<file path="src/afi_rd_macros.svh">
////////////////////////////////////////
// afi read path sizing
// widths and depths shared by the read-return blocks.
////////////////////////////////////////
`ifndef AFI_RD_MACROS_SVH
`define AFI_RD_MACROS_SVH

// read latency setting, one shifter tap per value.
`define AFI_LAT_W 4
`define AFI_LAT_NUM (2 ** `AFI_LAT_W)

// memory word is data plus one even parity bit.
`define AFI_DATA_W 32
`define AFI_WORD_W (`AFI_DATA_W + 1)

`define AFI_FIFO_DEPTH 4 // return buffer entries.

`define AFI_CNT_W 16 // returned read counter.
`define AFI_PEND_W 5 // outstanding read counter.

`endif

</file>
<file path="src/afi_rd_pkg.sv">
////////////////////////////////////////
// afi read path types
// command opcodes and return checker states.
////////////////////////////////////////
`default_nettype none

package afi_rd_pkg;

	////////////////////////////////////////
	// afi command opcode, valid every cycle.
	typedef enum logic [1:0]
	{
		CMD_NOP     = 2'b00, // idle slot.
		CMD_READ    = 2'b01, // starts a latency count.
		CMD_WRITE   = 2'b10, // no return data.
		CMD_REFRESH = 2'b11  // no return data.
	} afi_cmd_e;

	////////////////////////////////////////
	// return checker
	typedef enum logic [1:0]
	{
		RET_IDLE = 2'b00, // nothing held.
		RET_POP  = 2'b01, // word latched, emitted at next edge.
		RET_EMIT = 2'b10  // strobe out, nothing held.
	} ret_state_e;

endpackage

`default_nettype wire

</file>
<file path="src/afi_cmd_tracker.sv">
////////////////////////////////////////
// afi command tracker
// decodes opcodes, feeds reads into the latency
// shifter and counts reads still outstanding.
////////////////////////////////////////
`timescale 1ns/1ns
`default_nettype none

`include "afi_rd_macros.svh"

module afi_cmd_tracker
(
	input  wire                        pll_afi_clk,
	input  wire                        reset_n,
	input  afi_rd_pkg::afi_cmd_e       afi_cmd,
	input  wire                        read_valid,
	output logic [`AFI_LAT_NUM-1:0]    latency_shifter,
	output logic [`AFI_PEND_W-1:0]     reads_pending
);

	logic is_read; // current slot carries a read.
	logic read_q;  // read slot one edge later.

	////////////////////////////////////////
	// opcode decode
	always_comb
	begin
		case (afi_cmd)
			afi_rd_pkg::CMD_READ:    is_read = 1'b1;
			afi_rd_pkg::CMD_WRITE:   is_read = 1'b0; // write pushes an empty slot.
			afi_rd_pkg::CMD_REFRESH: is_read = 1'b0; // so does refresh.
			afi_rd_pkg::CMD_NOP:     is_read = 1'b0;
			default:                 is_read = 1'b0;
		endcase
	end

	////////////////////////////////////////
	// latency shifter
	// bit k is set k+1 cycles after the read edge.
	always_ff @(posedge pll_afi_clk or negedge reset_n)
	begin
		if (~reset_n)
		begin
			read_q          <= 1'b0;
			latency_shifter <= '0; // no reads in flight.
		end
		else
		begin
			read_q          <= is_read; // command register stage.
			latency_shifter <= {latency_shifter[`AFI_LAT_NUM-2:0], read_q}; // one tap per cycle.
		end
	end

	////////////////////////////////////////
	// outstanding reads
	always_ff @(posedge pll_afi_clk or negedge reset_n)
	begin
		if (~reset_n)
			reads_pending <= '0;
		else
		begin
			case ({is_read, read_valid})
				2'b10:   reads_pending <= reads_pending + 1'b1; // issued only.
				2'b01:   reads_pending <= reads_pending - 1'b1; // data due only.
				default: reads_pending <= reads_pending; // both or neither leave it.
			endcase
		end
	end

endmodule

`default_nettype wire

</file>
<file path="src/read_valid_selector.sv">
////////////////////////////////////////
// read valid selector
// picks the shifter tap for the programmed latency
// and strobes read_enable and read_valid.
////////////////////////////////////////
`timescale 1ns/1ns
`default_nettype none

`include "afi_rd_macros.svh"

module read_valid_selector
(
	input  wire                        pll_afi_clk,
	input  wire                        reset_n,
	input  wire  [`AFI_LAT_NUM-1:0]    latency_shifter,
	input  wire  [`AFI_LAT_W-1:0]      rd_latency,
	output logic                       read_enable,
	output logic                       read_valid
);

	logic [`AFI_LAT_NUM-1:0] selector;     // one-hot latency decode.
	logic [`AFI_LAT_NUM-1:0] selector_reg; // decode, one cycle behind rd_latency.
	logic [`AFI_LAT_NUM-1:0] valid_select; // shifter masked to the chosen tap.

	////////////////////////////////////////
	// latency decode
	always_comb
	begin
		selector = '0;
		selector[rd_latency] = 1'b1; // one tap per setting.
	end

	always_ff @(posedge pll_afi_clk or negedge reset_n)
	begin
		if (~reset_n)
			selector_reg <= '0; // no tap until out of reset.
		else
			selector_reg <= selector;
	end

	assign valid_select = selector_reg & latency_shifter; // hit on the due read.

	////////////////////////////////////////
	// strobes
	// both rise at edge t+2+rd_latency for a read at edge t.
	always_ff @(posedge pll_afi_clk or negedge reset_n)
	begin
		if (~reset_n)
		begin
			read_enable <= 1'b0;
			read_valid  <= 1'b0;
		end
		else
		begin
			read_enable <= |valid_select; // toward the phy.
			read_valid  <= |valid_select; // capture strobe for the fifo.
		end
	end

endmodule

`default_nettype wire

</file>
<file path="src/read_data_fifo.sv">
////////////////////////////////////////
// read data fifo
// circular buffer for returning memory words,
// written on read_valid, sticky flag on overflow.
////////////////////////////////////////
`timescale 1ns/1ns
`default_nettype none

`include "afi_rd_macros.svh"

module read_data_fifo
(
	input  wire                        pll_afi_clk,
	input  wire                        reset_n,
	input  wire                        read_valid,
	input  wire  [`AFI_WORD_W-1:0]     phy_rdata,
	input  wire                        fifo_pop,
	output logic [`AFI_WORD_W-1:0]     fifo_word,
	output logic                       fifo_empty,
	output logic                       fifo_overflow
);

	localparam int PTR_W = $clog2(`AFI_FIFO_DEPTH);     // entry index width.
	localparam int LVL_W = $clog2(`AFI_FIFO_DEPTH + 1); // level holds 0..depth.

	logic [`AFI_WORD_W-1:0] mem [`AFI_FIFO_DEPTH]; // word storage.
	logic [PTR_W-1:0]       wr_ptr;
	logic [PTR_W-1:0]       rd_ptr;
	logic [LVL_W-1:0]       level;      // words held.
	logic [LVL_W-1:0]       level_next;
	logic                   do_pop;     // pop of a real entry.
	logic                   do_push;    // accepted write.

	assign do_pop  = fifo_pop & ~fifo_empty;
	assign do_push = read_valid & ((level != LVL_W'(`AFI_FIFO_DEPTH)) | do_pop); // full drops.

	assign fifo_word = mem[rd_ptr]; // head entry.

	always_comb
	begin
		case ({do_push, do_pop})
			2'b10:   level_next = level + 1'b1;
			2'b01:   level_next = level - 1'b1;
			default: level_next = level;
		endcase
	end

	////////////////////////////////////////
	// storage
	always_ff @(posedge pll_afi_clk)
	begin
		if (do_push)
			mem[wr_ptr] <= phy_rdata; // capture on the due cycle.
	end

	////////////////////////////////////////
	// pointers and flags
	always_ff @(posedge pll_afi_clk or negedge reset_n)
	begin
		if (~reset_n)
		begin
			wr_ptr        <= '0;
			rd_ptr        <= '0;
			level         <= '0;
			fifo_empty    <= 1'b1;
			fifo_overflow <= 1'b0;
		end
		else
		begin
			if (do_push)
				wr_ptr <= (wr_ptr == PTR_W'(`AFI_FIFO_DEPTH - 1)) ? '0 : wr_ptr + 1'b1;
			if (do_pop)
				rd_ptr <= (rd_ptr == PTR_W'(`AFI_FIFO_DEPTH - 1)) ? '0 : rd_ptr + 1'b1;
			level      <= level_next;
			fifo_empty <= (level_next == '0); // registered, follows the write edge.
			if (read_valid & ~do_push)
				fifo_overflow <= 1'b1; // stays set until reset.
		end
	end

endmodule

`default_nettype wire

</file>
<file path="src/read_return_checker.sv">
////////////////////////////////////////
// read return checker
// drains the fifo, checks even parity, counts
// returned reads and strobes each word out.
////////////////////////////////////////
`timescale 1ns/1ns
`default_nettype none

`include "afi_rd_macros.svh"

module read_return_checker
(
	input  wire                        pll_afi_clk,
	input  wire                        reset_n,
	input  wire                        fifo_empty,
	input  wire  [`AFI_WORD_W-1:0]     fifo_word,
	output logic                       fifo_pop,
	output logic [`AFI_DATA_W-1:0]     rd_data,
	output logic                       rd_data_valid,
	output logic                       parity_error,
	output logic [`AFI_CNT_W-1:0]      rd_count
);

	afi_rd_pkg::ret_state_e state;
	afi_rd_pkg::ret_state_e state_next;
	logic [`AFI_WORD_W-1:0] hold_word; // popped word waiting to go out.
	logic                   emit;      // held word leaves at this edge.

	assign fifo_pop = ~fifo_empty; // drain one per cycle, no hold-off.
	assign emit     = (state == afi_rd_pkg::RET_POP);

	////////////////////////////////////////
	// state machine
	always_comb
	begin
		case (state)
			afi_rd_pkg::RET_IDLE: state_next = fifo_pop ? afi_rd_pkg::RET_POP : afi_rd_pkg::RET_IDLE;
			afi_rd_pkg::RET_POP:  state_next = fifo_pop ? afi_rd_pkg::RET_POP : afi_rd_pkg::RET_EMIT;
			afi_rd_pkg::RET_EMIT: state_next = fifo_pop ? afi_rd_pkg::RET_POP : afi_rd_pkg::RET_IDLE;
			default:              state_next = afi_rd_pkg::RET_IDLE;
		endcase
	end

	always_ff @(posedge pll_afi_clk)
	begin
		if (fifo_pop)
			hold_word <= fifo_word; // latch head as it is popped.
		if (emit)
			rd_data <= hold_word[`AFI_DATA_W-1:0];
	end

	////////////////////////////////////////
	// strobes and count
	// a new pop can land while the previous word goes out.
	always_ff @(posedge pll_afi_clk or negedge reset_n)
	begin
		if (~reset_n)
		begin
			state         <= afi_rd_pkg::RET_IDLE;
			rd_data_valid <= 1'b0;
			parity_error  <= 1'b0;
			rd_count      <= '0;
		end
		else
		begin
			state         <= state_next;
			rd_data_valid <= emit;
			parity_error  <= emit & (^hold_word); // odd count of ones is bad.
			if (emit)
				rd_count <= rd_count + 1'b1;
		end
	end

endmodule

`default_nettype wire

</file>
<file path="src/afi_read_path.sv">
////////////////////////////////////////
// afi read path top
// tracker, valid selector, data fifo and checker.
////////////////////////////////////////
`timescale 1ns/1ns
`default_nettype none

`include "afi_rd_macros.svh"

module afi_read_path
(
	input  wire                        pll_afi_clk,
	input  wire                        reset_n,
	input  afi_rd_pkg::afi_cmd_e       afi_cmd,
	input  wire  [`AFI_LAT_W-1:0]      rd_latency,
	input  wire  [`AFI_WORD_W-1:0]     phy_rdata,
	output logic [`AFI_DATA_W-1:0]     rd_data,
	output logic                       rd_data_valid,
	output logic                       parity_error,
	output logic [`AFI_CNT_W-1:0]      rd_count,
	output logic [`AFI_PEND_W-1:0]     reads_pending,
	output logic                       fifo_overflow,
	output logic                       phy_read_enable
);

	logic [`AFI_LAT_NUM-1:0] latency_shifter; // reads in flight, one bit per cycle.
	logic                    read_valid;      // memory data due this cycle.
	logic                    fifo_empty;
	logic [`AFI_WORD_W-1:0]  fifo_word;       // head of the return buffer.
	logic                    fifo_pop;

	afi_cmd_tracker u_cmd_tracker
	(
		.pll_afi_clk     (pll_afi_clk),
		.reset_n         (reset_n),
		.afi_cmd         (afi_cmd),
		.read_valid      (read_valid),
		.latency_shifter (latency_shifter),
		.reads_pending   (reads_pending)
	);

	read_valid_selector u_valid_selector
	(
		.pll_afi_clk     (pll_afi_clk),
		.reset_n         (reset_n),
		.latency_shifter (latency_shifter),
		.rd_latency      (rd_latency),
		.read_enable     (phy_read_enable),
		.read_valid      (read_valid)
	);

	read_data_fifo u_data_fifo
	(
		.pll_afi_clk     (pll_afi_clk),
		.reset_n         (reset_n),
		.read_valid      (read_valid),
		.phy_rdata       (phy_rdata),
		.fifo_pop        (fifo_pop),
		.fifo_word       (fifo_word),
		.fifo_empty      (fifo_empty),
		.fifo_overflow   (fifo_overflow)
	);

	read_return_checker u_return_checker
	(
		.pll_afi_clk     (pll_afi_clk),
		.reset_n         (reset_n),
		.fifo_empty      (fifo_empty),
		.fifo_word       (fifo_word),
		.fifo_pop        (fifo_pop),
		.rd_data         (rd_data),
		.rd_data_valid   (rd_data_valid),
		.parity_error    (parity_error),
		.rd_count        (rd_count)
	);

endmodule

`default_nettype wire

</file>
<file path="config.mk">
export PLATFORM = sky130hd
export DESIGN_NAME = afi_read_path
export DESIGN_NICKNAME = d
export VERILOG_FILES = /design/src/afi_rd_pkg.sv /design/src/afi_cmd_tracker.sv /design/src/read_valid_selector.sv /design/src/read_data_fifo.sv /design/src/read_return_checker.sv /design/src/afi_read_path.sv
export VERILOG_INCLUDE_DIRS = /design/src
export SDC_FILE = /design/constraint.sdc
export NUM_CORES = 1
export LEC_CHECK = 0
export BUFFER_PORTS_ARGS = -buffer_cell sky130_fd_sc_hd__buf_4
export CORE_MARGIN = 2
export CORE_UTILIZATION = 52
export DETAILED_ROUTE_END_ITERATION = 10
export PLACE_DENSITY = 0.8
export RECOVER_POWER = 50
export SYNTH_ARGS = -nofsm -noshare
export SYNTH_HDL_FRONTEND = slang
export SYNTH_SLANG_ARGS = --single-unit
</file>
<file path="constraint.sdc">
create_clock -name pll_afi_clk -period 2.2 [get_ports pll_afi_clk]
set_input_delay 0.44 -clock pll_afi_clk [delete_from_list [all_inputs] [get_ports pll_afi_clk]]
set_output_delay 0.44 -clock pll_afi_clk [all_outputs]
set_load 0.005 [all_outputs]
</file>
==> results.cfg <==
[logic_synthesis]
number_of_flops_mapped_to_enable_cells_by_yosys = 197
postSynthAreaPerCell_um2 = 19.9
mapped_cells = 486
synth_flop_cell = sky130_fd_sc_hd__edfxtp_1
post_synthesis_sequential_area_ratio_pct = 78.7
synthDistinctLibCells = 40
ys_warn_count = 0
synth.net_count = 538
post_synth_instance_area_um2 = 9680
fraction_of_registers_with_async_set_reset_pct = 25.7
synth_seq_cells = 265

[cells_and_area]
post_layout_nonfiller_instances = 855
syn_to_final_growth_pct = 17.7
drive_above_1_share_pct = 24.4
antenna_cells = 0
finalInstanceArea_um2 = 11400
largest_reg_flops = 132
largestRegisters = u_data_fifo.mem x132, u_return_checker.hold_word x33, u_return_checker.rd_data x32
design.final.nets = 658
largest-register = u_data_fifo.mem
fillerInstances = 1200

[power_and_ir_drop]
total_power_w = 0.0164
vdd.ir_drop.worst_mv = 1.17
power_density_nw_per_um2 = 1440
switching_portion_of_total_power_pct = 27.3
share_seq_of_total_power_pct = 45.7
share_comb_of_total_power_pct = 29.2
switching_power_w = 0.00449
power.clock.fraction_pct = 25.1
internal_power_w = 0.0120
p_leak_nw = 4.27

[clock_tree]
tritoncts.num_buffers = 26
cts-root-buf = sky130_fd_sc_hd__clkbuf_16
worst_setup_hold_path_clk_slew_ps = 60
cts_setup_buffers = 0
clock_tree.buffer_depth = 3
clk_latency_ps = 510
cts-hold-fix-buffers = 0
clkSinkCount = 265
post_cts_resize_count = 0
tritoncts = built
cts_max_level = 1

[floorplan]
floorplan.die.width_um = 140
initial_utilization_pct = 53.5
placementRows = 49
fp.dieH_um = 140
top_level_ports = 98
core_region_area_um2 = 18100
die-area_um2 = 19700

[worst_setup_path]
path_buf_inv = 0
crit_path_end_kind = register
critical_path.max_fanout = 33
setup.worst_path.class = reg -> reg
cell_by_cell_listing_of_the_critical_path = nand4bb_1, and3_2
crit_path_top_delay_cell = sky130_fd_sc_hd__and3_2
worst_path_required_ps = 2320
startpoint_type = register
worstPathArrival_ps = 2080
critPathTopFamily = simple AND/OR/NAND/NOR gates
timing.critical_path.slowest_cell_delay_ps = 640

[sta]
grt_setup_unrepaired = false
worst_clock_skew_ps = 12.8
hold_ws_ps = 143
finalHoldViolCount = 0
clock.fmax_ghz = 0.510
max-slew-margin-rel_pct = -8.54
final-max-slew-violation-count = 69
fin_crit_ps = 1960
period_share_pct = 89.2
setup_viol_count_final = 0
worst_pin_slew_ps = 1630

[routing]
finalWirelength_um = 16300
vias = 4605
drt_iter0_markers = 274
antenna_violating_nets_post_route = 0
drcViolationCount = 0
route.detailed.vias_per_inst = 5.39
avgRoutedWirePerCell_um = 19.1
dr.pass1.iters = 4

[place]
portBuffers = 97
placement.cell_area_um2 = 10700
hpwlAfterDp_um = 10100
globalplace.congestion = 0.767
placed_cells = 807

[run_status]
run_status = finished with violations
violations = max-capacitance violations, max-slew violations

[global_route]
grt_antenna_before_repair = 0
first_global_vias = 4883
grt_pass1_wl_um = 25900
grt_max_degree = 69
global_route.usage.total_pct = 16.9
grt_remaining_overflow = 0

[job]
timing.max_cap.violations = 1

[hold_path]
worst_hold_path_type = in -> reg
==> power by group through the flow <==
stage                     clock (W)  sequential (W)  combinational [W]
after floorplan                   0         0.00746            0.00330
after global placement            0         0.00756            0.00480
after detailed placement          0         0.00763            0.00495
after CTS                   0.00421         0.00755            0.00498
after global routing        0.00440         0.00765            0.00523
final                       0.00412         0.00752            0.00480
==> cells by family (layout without fill, tap and decap cells) <==
family	after synthesis	in the layout	share of synthesized area, %
adders and majority gates	11	11	1.50
AOI/OAI and AO/OA	24	24	1.73
and+or+nand+nor	76	76	3.94
buffers and inverters	19	159	0.802
DFF	265	265	78.7
xor gates and xnor gates	53	53	5.08
muxes	38	38	8.23
==> final timing paths <==
kind | start | to | slack [ps] | cells after the start
worst max-delay path | u_data_fifo.fifo_empty$_DFF_PN1_ | u_data_fifo.mem[0][22]$_DFFE_PP_ | 240 | 2
worst min-delay path | rd_latency[1] | u_valid_selector.selector_reg[12]$_DFF_PN0_ | 140 | 2
worst max register to register | u_data_fifo.fifo_empty$_DFF_PN1_ | u_data_fifo.mem[0][22]$_DFFE_PP_ | 240 | 2
worst min register to register | u_cmd_tracker.read_q$_DFF_PN0_ | u_cmd_tracker.latency_shifter[0]$_DFF_PN0_ | 350 | 0
max in group asynchronous | reset_n | u_data_fifo.rd_ptr[0]$_DFFE_PN0N_ | 770 | 1
min in group asynchronous | reset_n | u_cmd_tracker.latency_shifter[10]$_DFF_PN0_ | 340 | 1
==> through the flow <==
step	TNS (ps)	setup WS, ps	util (%)
final	0	238	63.0
after global routing	0	104	63.0
after CTS	0	230	63.9
after detailed placement	-52.5	-52.5	59.4
after global placement	0	62.5	59.4
after floorplan	0	70.8	-
==> area by class of cell <==
| cell class | instances | area [um^2] | area share, % |
|---|---|---|---|
| Clock buffer | 38 | 761 | 6.67 |
| Multi-Input combinational cell | 202 | 1990 | 17.5 |
| Timing Repair Buffer | 104 | 659 | 5.79 |
| Clock inverter | 10 | 52.6 | 0.461 |
| Sequential cell | 265 | 7620 | 66.9 |
| Inverter | 7 | 27.5 | 0.242 |
| Tap cell | 229 | 287 | 2.51 |
==> per-layer routing <==
metal / track usage, % / wire length, um / part of all wire (%)
met5: 0 / 0 / 0
met4: 4.78 / 350 / 2.1
met3: 3.01 / 683 / 4.2
met2: 29.6 / 8370 / 51
met1: 21.9 / 6920 / 42
==> cell usage in the layout (no fill, tap or decap), types with 4 or more instances in the layout <==
master	n
sky130_fd_sc_hd__a21oi_1	5
sky130_fd_sc_hd__and3_2	4
sky130_fd_sc_hd__xor2_1	13
sky130_fd_sc_hd__clkbuf_1	41
sky130_fd_sc_hd__xnor2_1	38
sky130_fd_sc_hd__a22o_1	5
sky130_fd_sc_hd__nor2_1	16
sky130_fd_sc_hd__and3_1	6
sky130_fd_sc_hd__nand2_1	19
sky130_fd_sc_hd__nand2b_1	5
sky130_fd_sc_hd__a221oi_1	4
sky130_fd_sc_hd__dfrtp_1	66
sky130_fd_sc_hd__ha_1	10
sky130_fd_sc_hd__o21ai_0	4
sky130_fd_sc_hd__clkbuf_8	4
sky130_fd_sc_hd__clkbuf_16	27
sky130_fd_sc_hd__edfxtp_1	197
sky130_fd_sc_hd__nor3_1	7
sky130_fd_sc_hd__inv_1	6
sky130_fd_sc_hd__mux4_2	33
sky130_fd_sc_hd__nand3_1	5
sky130_fd_sc_hd__buf_4	65
sky130_fd_sc_hd__clkinv_2	5
==> synth_stat cells (2+ instances only) <==
cell type,number,area [um^2]
sky130_fd_sc_hd__clkbuf_1,5,18.8
sky130_fd_sc_hd__nand2_1,20,75.1
sky130_fd_sc_hd__mux2i_1,2,20.0
sky130_fd_sc_hd__and3_1,10,62.6
sky130_fd_sc_hd__a21oi_1,5,25.0
sky130_fd_sc_hd__nand3_1,5,25.0
sky130_fd_sc_hd__xnor2_1,38,333
sky130_fd_sc_hd__a221oi_1,4,35.0
sky130_fd_sc_hd__nor3_1,7,35.0
sky130_fd_sc_hd__xnor3_1,2,45.0
sky130_fd_sc_hd__mux2_2,3,33.8
sky130_fd_sc_hd__and2_1,2,12.5
sky130_fd_sc_hd__nand2b_1,5,31.3
sky130_fd_sc_hd__buf_1,2,7.51
sky130_fd_sc_hd__xor2_1,13,114
sky130_fd_sc_hd__a22o_1,5,43.8
sky130_fd_sc_hd__o21bai_1,2,15.0
sky130_fd_sc_hd__dfrtp_1,67,1680
sky130_fd_sc_hd__inv_1,7,26.3
sky130_fd_sc_hd__mux4_2,33,743
sky130_fd_sc_hd__nor2_1,16,60.1
sky130_fd_sc_hd__buf_2,5,25.0
sky130_fd_sc_hd__ha_1,10,125
sky130_fd_sc_hd__edfxtp_1,197,5920
sky130_fd_sc_hd__o21ai_0,4,20.0
sky130_fd_sc_hd__nand4_1,3,18.8
No activity file was read; power rests on OpenSTA's default activity.
